==> src/verilog/ll_cfg.svh <==
`ifndef LL_CFG_SVH
`define LL_CFG_SVH

// AXI4-Lite widths
`define LL_ADDR_W       32
`define LL_DATA_W       32
`define LL_STRB_W       4
`define LL_RESP_W       2
`define LL_W_BEAT_W     (`LL_STRB_W + `LL_DATA_W)
`define LL_R_BEAT_W     (`LL_RESP_W + `LL_DATA_W)
`define LL_PHY_W        160

// Receive depths, transmit credits match the far end's depths
`define LL_AR_DEPTH     8
`define LL_AW_DEPTH     8
`define LL_W_DEPTH      16
`define LL_R_CREDITS    8
`define LL_B_CREDITS    8

// Field offsets in rx_phy0
`define LL_RX_AR_PUSH   0
`define LL_RX_AR_ADDR   1
`define LL_RX_AW_PUSH   33
`define LL_RX_AW_ADDR   34
`define LL_RX_W_PUSH    66
`define LL_RX_W_BEAT    67
`define LL_RX_R_CRED    103
`define LL_RX_B_CRED    104

// Field offsets in tx_phy0
`define LL_TX_R_PUSH    0
`define LL_TX_R_BEAT    1
`define LL_TX_B_PUSH    35
`define LL_TX_B_RESP    36
`define LL_TX_AR_CRED   38
`define LL_TX_AW_CRED   39
`define LL_TX_W_CRED    40

`endif

==> src/verilog/ll_pkg.sv <==
`include "ll_cfg.svh"

package ll_pkg;

  // AXI response codes
  typedef enum logic [`LL_RESP_W-1:0] {
    OKAY   = 2'b00,
    EXOKAY = 2'b01,
    SLVERR = 2'b10,
    DECERR = 2'b11
  } axi_resp_e;

  // Write beat as carried on the link, strobe on top
  typedef struct packed {
    logic [`LL_STRB_W-1:0] strb;
    logic [`LL_DATA_W-1:0] data;
  } w_beat_t;

  // Read beat as carried on the link, response on top
  typedef struct packed {
    axi_resp_e             resp;
    logic [`LL_DATA_W-1:0] data;
  } r_beat_t;

endpackage

==> src/verilog/ll_chan_if.sv <==
// One link channel between the PHY codec and a channel endpoint
interface ll_chan_if #(
  parameter int WIDTH = 32
);

  logic             push;
  logic [WIDTH-1:0] data;
  logic             credit;
  logic             online;

  // Receive side, beats come in from the PHY, credits go back out
  modport rx_codec (output push, output data, output online, input credit);
  modport rx_end (input push, input data, input online, output credit);

  // Transmit side, beats go out to the PHY, credits come back in
  modport tx_end (output push, output data, input credit, input online);
  modport tx_codec (input push, input data, output credit, output online);

endinterface

==> src/verilog/phy_word_codec.sv <==
`include "ll_cfg.svh"

module phy_word_codec (
  input  logic                 clk_wr,
  input  logic                 reset,
  input  logic                 tx_online,
  input  logic                 rx_online,
  input  logic [`LL_PHY_W-1:0] rx_phy0,
  output logic [`LL_PHY_W-1:0] tx_phy0,
  ll_chan_if.rx_codec          ar,
  ll_chan_if.rx_codec          aw,
  ll_chan_if.rx_codec          w,
  ll_chan_if.tx_codec          r,
  ll_chan_if.tx_codec          b
);

  logic                 link_up;
  logic [`LL_PHY_W-1:0] rx_word;
  logic [`LL_PHY_W-1:0] tx_word;

  ////////////////////////////////////////////////////////////////////////////
  // Receive direction

  always_ff @(posedge clk_wr) begin
    if (reset) begin
      link_up <= 1'b0;
      rx_word <= '0;
    end else begin
      link_up <= tx_online & rx_online;
      rx_word <= rx_phy0;
    end
  end

  // Pushes only count while the link is up
  assign ar.online = link_up;
  assign ar.push   = link_up & rx_word[`LL_RX_AR_PUSH];
  assign ar.data   = rx_word[`LL_RX_AR_ADDR +: `LL_ADDR_W];

  assign aw.online = link_up;
  assign aw.push   = link_up & rx_word[`LL_RX_AW_PUSH];
  assign aw.data   = rx_word[`LL_RX_AW_ADDR +: `LL_ADDR_W];

  assign w.online  = link_up;
  assign w.push    = link_up & rx_word[`LL_RX_W_PUSH];
  assign w.data    = rx_word[`LL_RX_W_BEAT +: `LL_W_BEAT_W];

  // Credits returned by the far end for our responses
  assign r.online  = link_up;
  assign r.credit  = link_up & rx_word[`LL_RX_R_CRED];
  assign b.online  = link_up;
  assign b.credit  = link_up & rx_word[`LL_RX_B_CRED];

  ////////////////////////////////////////////////////////////////////////////
  // Transmit direction

  always_comb begin
    tx_word                                  = '0;
    tx_word[`LL_TX_R_PUSH]                   = r.push;
    tx_word[`LL_TX_R_BEAT +: `LL_R_BEAT_W]   = r.data;
    tx_word[`LL_TX_B_PUSH]                   = b.push;
    tx_word[`LL_TX_B_RESP +: `LL_RESP_W]     = b.data;
    tx_word[`LL_TX_AR_CRED]                  = ar.credit;
    tx_word[`LL_TX_AW_CRED]                  = aw.credit;
    tx_word[`LL_TX_W_CRED]                   = w.credit;
  end

  // Idle word while down
  always_ff @(posedge clk_wr) begin
    if (reset) begin
      tx_phy0 <= '0;
    end else if (!link_up) begin
      tx_phy0 <= '0;
    end else begin
      tx_phy0 <= tx_word;
    end
  end

endmodule

==> src/verilog/link_rx_fifo.sv <==
module link_rx_fifo #(
  parameter int WIDTH = 32,
  parameter int DEPTH = 8
) (
  input  logic             clk_wr,
  input  logic             reset,
  ll_chan_if.rx_end        chan,
  output logic [WIDTH-1:0] user_data,
  output logic             user_valid,
  input  logic             user_ready
);

  localparam int PTR_W = (DEPTH > 1) ? $clog2(DEPTH) : 1;
  localparam int CNT_W = $clog2(DEPTH + 1);

  logic [WIDTH-1:0] mem [DEPTH];
  logic [PTR_W-1:0] wr_ptr;
  logic [PTR_W-1:0] rd_ptr;
  logic [CNT_W-1:0] count;
  logic             wr_en;
  logic             rd_en;

  // Pointer step with wrap, depth need not be a power of two
  function automatic logic [PTR_W-1:0] next_ptr(input logic [PTR_W-1:0] ptr);
    if (ptr == PTR_W'(DEPTH - 1)) begin
      return '0;
    end
    return ptr + 1'b1;
  endfunction

  // A push into a full FIFO is dropped
  assign wr_en = chan.push && (count != CNT_W'(DEPTH));
  assign rd_en = user_valid && user_ready;

  assign user_valid  = (count != '0);
  assign user_data   = mem[rd_ptr];
  // One credit back per beat taken by the user
  assign chan.credit = rd_en;

  always_ff @(posedge clk_wr) begin
    if (wr_en) begin
      mem[wr_ptr] <= chan.data;
    end
  end

  // Flush while the link is down
  always_ff @(posedge clk_wr) begin
    if (reset || !chan.online) begin
      wr_ptr <= '0;
      rd_ptr <= '0;
      count  <= '0;
    end else begin
      if (wr_en) begin
        wr_ptr <= next_ptr(wr_ptr);
      end
      if (rd_en) begin
        rd_ptr <= next_ptr(rd_ptr);
      end
      case ({wr_en, rd_en})
        2'b10:   count <= count + 1'b1;
        2'b01:   count <= count - 1'b1;
        default: count <= count;
      endcase
    end
  end

endmodule

==> src/verilog/link_tx_credit.sv <==
module link_tx_credit #(
  parameter int WIDTH   = 34,
  parameter int CREDITS = 8
) (
  input  logic             clk_wr,
  input  logic             reset,
  input  logic [WIDTH-1:0] user_data,
  input  logic             user_valid,
  output logic             user_ready,
  ll_chan_if.tx_end        chan
);

  localparam int CNT_W = $clog2(CREDITS + 1);

  logic [CNT_W-1:0] credit_cnt;
  logic             send;

  // Accept a response only with a credit in hand
  assign user_ready = chan.online && (credit_cnt != '0);
  assign send       = user_valid && user_ready;

  // Straight onto the link in the handshake cycle
  assign chan.push  = send;
  assign chan.data  = user_data;

  ////////////////////////////////////////////////////////////////////////////
  // Credit counter

  always_ff @(posedge clk_wr) begin
    if (reset || !chan.online) begin
      credit_cnt <= CNT_W'(CREDITS);
    end else begin
      case ({send, chan.credit})
        2'b10:   credit_cnt <= credit_cnt - 1'b1;
        2'b01:   credit_cnt <= credit_cnt + 1'b1;
        // Use and return together cancel out
        default: credit_cnt <= credit_cnt;
      endcase
    end
  end

endmodule

==> src/verilog/axi_lite_slave_link_top.sv <==
`include "ll_cfg.svh"

module axi_lite_slave_link_top (
  input  logic                  clk_wr,
  input  logic                  reset,

  // Link control
  input  logic                  tx_online,
  input  logic                  rx_online,

  // PHY words
  output logic [`LL_PHY_W-1:0]  tx_phy0,
  input  logic [`LL_PHY_W-1:0]  rx_phy0,

  // AR channel
  output logic [`LL_ADDR_W-1:0] user_araddr,
  output logic                  user_arvalid,
  input  logic                  user_arready,

  // AW channel
  output logic [`LL_ADDR_W-1:0] user_awaddr,
  output logic                  user_awvalid,
  input  logic                  user_awready,

  // W channel
  output logic [`LL_DATA_W-1:0] user_wdata,
  output logic [`LL_STRB_W-1:0] user_wstrb,
  output logic                  user_wvalid,
  input  logic                  user_wready,

  // R channel
  input  logic [`LL_DATA_W-1:0] user_rdata,
  input  logic [`LL_RESP_W-1:0] user_rresp,
  input  logic                  user_rvalid,
  output logic                  user_rready,

  // B channel
  input  logic [`LL_RESP_W-1:0] user_bresp,
  input  logic                  user_bvalid,
  output logic                  user_bready
);

  import ll_pkg::*;

  w_beat_t w_beat;
  r_beat_t r_beat;

  ll_chan_if #(.WIDTH(`LL_ADDR_W))       ar_if ();
  ll_chan_if #(.WIDTH(`LL_ADDR_W))       aw_if ();
  ll_chan_if #(.WIDTH($bits(w_beat_t)))  w_if ();
  ll_chan_if #(.WIDTH($bits(r_beat_t)))  r_if ();
  ll_chan_if #(.WIDTH(`LL_RESP_W))       b_if ();

  ////////////////////////////////////////////////////////////////////////////
  // PHY boundary

  phy_word_codec phy_word_codec_inst (
    .clk_wr    (clk_wr),
    .reset     (reset),
    .tx_online (tx_online),
    .rx_online (rx_online),
    .rx_phy0   (rx_phy0),
    .tx_phy0   (tx_phy0),
    .ar        (ar_if.rx_codec),
    .aw        (aw_if.rx_codec),
    .w         (w_if.rx_codec),
    .r         (r_if.tx_codec),
    .b         (b_if.tx_codec)
  );

  ////////////////////////////////////////////////////////////////////////////
  // Receive channels

  link_rx_fifo #(.WIDTH(`LL_ADDR_W), .DEPTH(`LL_AR_DEPTH)) rx_fifo_ar (
    .clk_wr     (clk_wr),
    .reset      (reset),
    .chan       (ar_if.rx_end),
    .user_data  (user_araddr),
    .user_valid (user_arvalid),
    .user_ready (user_arready)
  );

  link_rx_fifo #(.WIDTH(`LL_ADDR_W), .DEPTH(`LL_AW_DEPTH)) rx_fifo_aw (
    .clk_wr     (clk_wr),
    .reset      (reset),
    .chan       (aw_if.rx_end),
    .user_data  (user_awaddr),
    .user_valid (user_awvalid),
    .user_ready (user_awready)
  );

  link_rx_fifo #(.WIDTH($bits(w_beat_t)), .DEPTH(`LL_W_DEPTH)) rx_fifo_w (
    .clk_wr     (clk_wr),
    .reset      (reset),
    .chan       (w_if.rx_end),
    .user_data  (w_beat),
    .user_valid (user_wvalid),
    .user_ready (user_wready)
  );

  assign user_wdata = w_beat.data;
  assign user_wstrb = w_beat.strb;

  ////////////////////////////////////////////////////////////////////////////
  // Transmit channels

  assign r_beat.resp = axi_resp_e'(user_rresp);
  assign r_beat.data = user_rdata;

  link_tx_credit #(.WIDTH($bits(r_beat_t)), .CREDITS(`LL_R_CREDITS)) tx_credit_r (
    .clk_wr     (clk_wr),
    .reset      (reset),
    .user_data  (r_beat),
    .user_valid (user_rvalid),
    .user_ready (user_rready),
    .chan       (r_if.tx_end)
  );

  link_tx_credit #(.WIDTH(`LL_RESP_W), .CREDITS(`LL_B_CREDITS)) tx_credit_b (
    .clk_wr     (clk_wr),
    .reset      (reset),
    .user_data  (user_bresp),
    .user_valid (user_bvalid),
    .user_ready (user_bready),
    .chan       (b_if.tx_end)
  );

endmodule

==> config.mk <==
export PLATFORM = sky130hd
export DESIGN_NAME = axi_lite_slave_link_top
export DESIGN_NICKNAME = d
export VERILOG_FILES = /design/src/verilog/ll_pkg.sv /design/src/verilog/ll_chan_if.sv /design/src/verilog/phy_word_codec.sv /design/src/verilog/link_rx_fifo.sv /design/src/verilog/link_tx_credit.sv /design/src/verilog/axi_lite_slave_link_top.sv
export VERILOG_INCLUDE_DIRS = /design/src /design/src/verilog
export SDC_FILE = /design/constraint.sdc
export NUM_CORES = 1
export LEC_CHECK = 0
export BUFFER_PORTS_ARGS = -buffer_cell sky130_fd_sc_hd__buf_4
export CELL_PAD_IN_SITES_DETAIL_PLACEMENT = 1
export CELL_PAD_IN_SITES_GLOBAL_PLACEMENT = 1
export CORE_ASPECT_RATIO = 2
export CORE_MARGIN = 10
export CORE_UTILIZATION = 51
export DETAILED_ROUTE_END_ITERATION = 7
export GPL_TIMING_DRIVEN = 0
export HOLD_SLACK_MARGIN = 0.05
export PLACE_DENSITY = 0.89
export SYNTH_ARGS = -nofsm -noshare
export SYNTH_HDL_FRONTEND = slang
export SYNTH_SLANG_ARGS = --single-unit
==> constraint.sdc <==
create_clock -name clk_wr -period 6.6 [get_ports clk_wr]
set_input_delay 0 -clock clk_wr [delete_from_list [all_inputs] [get_ports clk_wr]]
set_output_delay 0 -clock clk_wr [all_outputs]
set_load 0.05 [all_outputs]
# Word level (Yosys, flattened, before mapping)
# Memories as Yosys holds them, arrays and structs flattened. A register that Yosys moved wholly into a read port is not among the register bits.
# Cells that the tools add are included.
[classes]
muxes = 47
eq_ne = 19
reduce_logical = 23
n_bitwise = 7
addsub = 16
[ops]
columns = ["op", "n"]
rows = [
  ["3-bit 2-to-1 mux", 12],
  ["4-bit case mux with 2 select lines", 4],
  ["4-bit by 1-bit adder with 4-bit output, second input constant", 6],
  ["1-bit 2-to-1 mux", 24],
  ["4-bit 2-to-1 mux", 6],
  ["4-bit nonzero test", 4],
  ["4-bit by 1-bit subtractor with 4-bit output, second input constant", 4],
  ["3-bit by 1-bit adder with 3-bit output, second input constant", 4],
  ["3-bit equality test, second input constant", 4],
  ["2-bit by 1-bit equality test with 1-bit output, second input constant", 5],
  ["2-bit equality test, second input constant", 5],
  ["1-bit logical AND", 10],
  ["5-bit case mux with 2 select lines", 1],
  ["2-bit nonzero test", 5],
  ["4-bit equality test, second input constant", 2],
  ["4-bit != test, second input constant", 2],
  ["1-bit AND", 6],
  ["5-bit by 1-bit adder with 5-bit output, second input constant", 1],
  ["5-bit != test, second input constant", 1],
  ["5-bit nonzero test", 1],
  ["5-bit by 1-bit subtractor with 5-bit output, second input constant", 1],
  ["2-bit OR reduction", 1],
  ["1-bit zero test", 1],
  ["1-bit logical OR", 1],
  ["1-bit inverter", 1],
]
[word_totals]
memories = 3
inputBits = 205
word_cells = 130
register_bits = 307
ramBits = 1088
[mem_list]
columns = ["name", "depth", "word_bits", "rd", "rd_ports_with_merged_regs", "write_ports", "line_no", "text"]
rows = [
  ["rx_fifo_w.mem", 16, 36, 1, 1, 1, "link_rx_fifo.sv:16", "logic [WIDTH-1:0] mem [DEPTH];"],
  ["rx_fifo_ar.mem", 8, 32, 1, 1, 1, "link_rx_fifo.sv:16", ""],
  ["rx_fifo_aw.mem", 8, 32, 1, 1, 1, "link_rx_fifo.sv:16", ""],
]

# Logic depth before layout (Yosys ltp)
[depth]
depth_word = 7
ltp_mapped = 12

# By module
# From an unflattened synthesis, not the netlist that was laid out.
[unflattened]
cells_unflattened = 2543
hier_area_um2 = 50045.5
[modules_own_cells]
columns = ["module", "instances", "cells_each", "area_each_um2"]
rows = [
  ["link_rx_fifo at rx_fifo_w", 1, 1005, 22486.6],
  ["link_rx_fifo at rx_fifo_ar", 1, 449, 10470.0],
  ["link_rx_fifo at rx_fifo_aw", 1, 448, 10468.8],
  ["phy_word_codec", 1, 543, 5796.8],
  ["link_tx_credit at tx_credit_r", 1, 65, 531.8],
  ["link_tx_credit at tx_credit_b", 1, 33, 291.5],
]

# Worst setup path after synthesis
# OpenSTA, ideal clock, no wires.
[synth_path]
kind = "reg2reg"
from = "register phy_word_codec_inst.link_up (netlist: phy_word_codec_inst.ar.online)"
to = "memory rx_fifo_ar.mem[8][0] (netlist: rx_fifo_ar.mem[4][0]) (enable)"
arrival_ps = 4263
setup_ps = 513
period_less_slack_ps = 4776
stages_incl_launch_ff = 6
t_required_ps = 6087
setup_slack_ps = 1824
path_cell_list = "dfxtp_1 > buf_2 > nand2_1 > a21oi_1 > inv_2 > nor4b_1"
[synth_between]
elab_chain_cells = 4
[synth_lines]
columns = ["element", "line_no", "text"]
rows = [
  ["start: declaration", "phy_word_codec.sv:17", "logic link_up;"],
  ["start signal: assignment", "phy_word_codec.sv:29", "link_up <= tx_online & rx_online;"],
  ["1-bit AND", "phy_word_codec.sv:36", "assign ar.push = link_up & rx_word[`LL_RX_AR_PUSH];"],
  ["1-bit logical AND", "link_rx_fifo.sv:32", "assign wr_en = chan.push && (count != CNT_W'(DEPTH));"],
  ["1-bit 2-to-1 mux", "link_rx_fifo.sv:41", "if (wr_en) begin"],
  ["1-bit 2-to-1 mux (not written as such)", "link_rx_fifo.sv:42", "mem[wr_ptr] <= chan.data;"],
  ["end: declaration", "link_rx_fifo.sv:16", ""],
]
# Every way passes these cells.

==> summary.md <==
| Metric | Value |
|---|---|
| Setup Crit Path Kind | `reg -> out` |
| Die area | `108,000 sq um` |
| Final hold viol count | `0` |
| Syn Inst Count | `2,398` |
| Fin. max-slew vios | `0` |
| Clk Latency, worst-skew pair | `740 ps` |
| Largest area contributor in the netlist | `edfxtp_1` |
| Vias/cell | `6.30` |
| Sequential area share after synthesis | `0.758` |
| Vias in the first global route | `30,737` |
| Gp weighted congestion | `0.804` |
| Top cells by area, synth | `edfxtp_1, mux4_2, dfxtp_1, buf_4, mux2_2` |
| DRT iter0 DRCs | `3,803` |
| Placement Setup Slack | `3160 ps` |
| Post-route ant nets | `0` |
| Largest net degree at the start of global routing | `26` |
| Area growth syn-to-layout | `23.6%` |
| Routed len/inst | `36.4 microns` |
| Mapped Area | `48,400 sq um` |
| # rows | `159` |
| Initial Utilization | `0.514` |
| Vias | `28,580` |
| Final Net Count | `3,472` |
| Num ports | `470` |
| Ys flop type | `edfxtp_1` |
| Drt pass-1 iters | `6` |
| Post-synth top area share | `0.676` |
| GR Overflow Total | `0` |
| Crit Reg-Reg Startpoint | `phy_word_codec_inst.ar.online` |
| Worst-path clk slew | `70 ps` |
| Slew margin rel. | `0.148` |
| Worst EP arrival | `3530 ps` |
| Crit path to | `user_wdata[1]` |
| Slew @ Worst Pin | `1270 ps` |
| Highest clock rate | `0.283 GHz` |
| DRT Wirelength | `165 mm` |
| Power after layout | `16,600 uW` |
| Total GRT Usage | `0.303` |
| PnR worst setup slack | `3070 ps` |
| Cell variety after synth | `56` |
| Resized cells post-CTS | `0` |
| Max Fanout on Critical Path | `10` |
| Worst path required time | `6600 ps` |
| Post-synth EDFFs | `1,088` |
| Reg2reg end | `rx_fifo_ar.mem[2][22]` |
| Clock root buffer | `clkbuf_16` |
| Total CTS buffers | `107` |
| Max_cap viols | `0` |
| Worst Skew | `35.0 ps` |
| Worst vdd rail ir drop | `0.269 mV` |
| CP Capture Type | `output port` |
| Synth Register Bits | `1,286` |
| Yosys Warn Count | `0` |
| First-pass GRT wire length | `235 mm` |
| Hold Crit Class | `in -> reg` |
| Synthesized area per cell | `20.2 sq um` |
| Status | `completed` |
| Post-CTS Setup Inserts | `0` |
| Period Utilization, post-route | `0.535` |
| CTS Buffer Depth | `3` |
| Residual DRC count | `0` |
| CTS tree | `done` |
| PortBufs | `295` |
| Final min period | `3530 ps` |
| LEAKAGE | `0.0198 uW` |
| FF-to-FF setup slack | `3170 ps` |
| H-tree depth | `3` |
| R2r worst-path depth | `9` |
| RSZ-0062 raised after global routing | `false` |
| Dpl hpwl | `94.3 mm` |
| Layout cell share with drive strength beyond 1 | `0.332` |
| Initial antenna violation count | `9` |
| Clk sinks | `1,286` |
| Chip height | `455 microns` |
| PD cells | `278 nW/um^2` |
| Setup violators final | `0` |
| Die width | `238 microns` |
| CP Launch Type | `flip-flop` |
| Async SR Flop Fraction | `0` |
| Core region area | `94,100 sq um` |
| Worst hold slack | `54.8 ps` |
==> layer usage <==
metal | GRT usage | share of wire
met5 | 0 | 0.00021
met4 | 0.155 | 0.054
met3 | 0.0632 | 0.092
met2 | 0.529 | 0.52
met1 | 0.347 | 0.33
==> state kept, by name (all words and copies together) (netlist names), 3 cells and up, named ones only <==
signal	cells
rx_fifo_w.mem	576
rx_fifo_ar.mem	256
rx_fifo_aw.mem	256
phy_word_codec_inst.rx_word	105
phy_word_codec_inst.tx_phy0	41
rx_fifo_w.count	5
rx_fifo_ar.count	4
rx_fifo_aw.count	4
rx_fifo_w.rd_ptr	4
rx_fifo_w.wr_ptr	4
tx_credit_b.credit_cnt	4
tx_credit_r.credit_cnt	4
rx_fifo_ar.rd_ptr	3
rx_fifo_ar.wr_ptr	3
rx_fifo_aw.rd_ptr	3
rx_fifo_aw.wr_ptr	3
==> cells by family (layout without fill, tap and decap cells) <==
kind of cell	after synthesis	after routing	share of synthesized area
fa+ha+maj	33	33	0.00916
compound gates	129	129	0.0190
buf+inv	256	1067	0.0313
simple gates	338	338	0.0377
flops	1286	1286	0.758
other cells	1	125	0.0000775
mux	342	342	0.143
xor+xnor	13	13	0.00235
==> final cells by class <==
cell class | count | area, sq um
fill | 7764 | 34300
timing repair buffer | 609 | 5530
inverter | 19 | 71.3
sequential | 1286 | 36600
clock inverter | 69 | 817
antenna | 6 | 15.0
tap | 1207 | 1510
clock buffer | 133 | 2920
buffer | 237 | 1440
multi-input combinational | 974 | 10900
==> power breakdown <==
group	total [uW]	internal (uW)	leakage [uW]	switching, uW
Combinational	626	254	0.00709	372
Clock	7070	3800	0.00182	3270
Sequential	8950	8840	0.0109	115
Total	16600	12900	0.0198	3750
==> placed cells by master, fill, tap and decap left out, types with 29 or more instances in the layout <==
| cell type | synthesis | layout |
|---|---|---|
| edfxtp_1 | 1088 | 1088 |
| buf_2 | 33 | 33 |
| mux4_2 | 272 | 272 |
| clkbuf_1 | 66 | 79 |
| nor2_1 | 52 | 38 |
| buf_6 | 8 | 51 |
| and2_1 | 39 | 39 |
| nand2_1 | 73 | 73 |
| a22oi_1 | 72 | 72 |
| mux2_2 | 64 | 64 |
| buf_4 | 120 | 442 |
| dfxtp_1 | 198 | 198 |
| dlygate4sd3_1 | 0 | 221 |
| nor2b_1 | 108 | 108 |
| clkbuf_16 | 0 | 109 |
| conb_1 | 1 | 119 |
| ha_1 | 29 | 29 |
==> metrics by stage <==
stage	util	TNS, ps	std cells	cell area (sq um)
after global routing	0.635	0	4538	59800
after detailed placement	0.572	0	4111	53800
after floorplan	-	0	2516	48800
after CTS	0.635	0	4534	59800
final	0.635	0	4540	59800
after global placement	0.558	-362920	4018	52500
==> worst max-delay path, stage by stage, from the launching register on <==
cell and delay [ps]:
dfxtp_1 320, buf_2 380, buf_4 350, clkbuf_1 640, mux4_2 430, a22oi_1 310, nand2_1 130, buf_4 220
==> cell usage after synthesis (29+ instances only) <==
cell type,instances
mux4_2,272
nor2_1,52
nand2_1,73
mux2_2,64
and2_1,39
nor2b_1,108
clkbuf_1,66
ha_1,29
edfxtp_1,1088
dfxtp_1,198
buf_2,33
a22oi_1,72
buf_4,120
==> worst min path at each step <==
stage	startpoint	slack, ps	depth (start not counted)	endpoint
floorplan	rx_online	110	2	phy_word_codec_inst.ar.online
global placement	user_rdata[17]	200	2	phy_word_codec_inst.tx_phy0[18]
detailed placement	user_rdata[9]	210	2	phy_word_codec_inst.tx_phy0[10]
CTS	user_rdata[22]	50	3	phy_word_codec_inst.tx_phy0[23]
global route	user_rdata[21]	60	3	phy_word_codec_inst.tx_phy0[22]
finish	user_rdata[21]	50	3	phy_word_codec_inst.tx_phy0[22]
==> timing repair <==
item | 4_1_cts | 5_1_grt
endpoints found under the hold margin | 169 | 0
hold buffers | 221 | 0
endpoints found under the setup margin | 0 | 0
No activity file was read; power rests on OpenSTA's default activity.
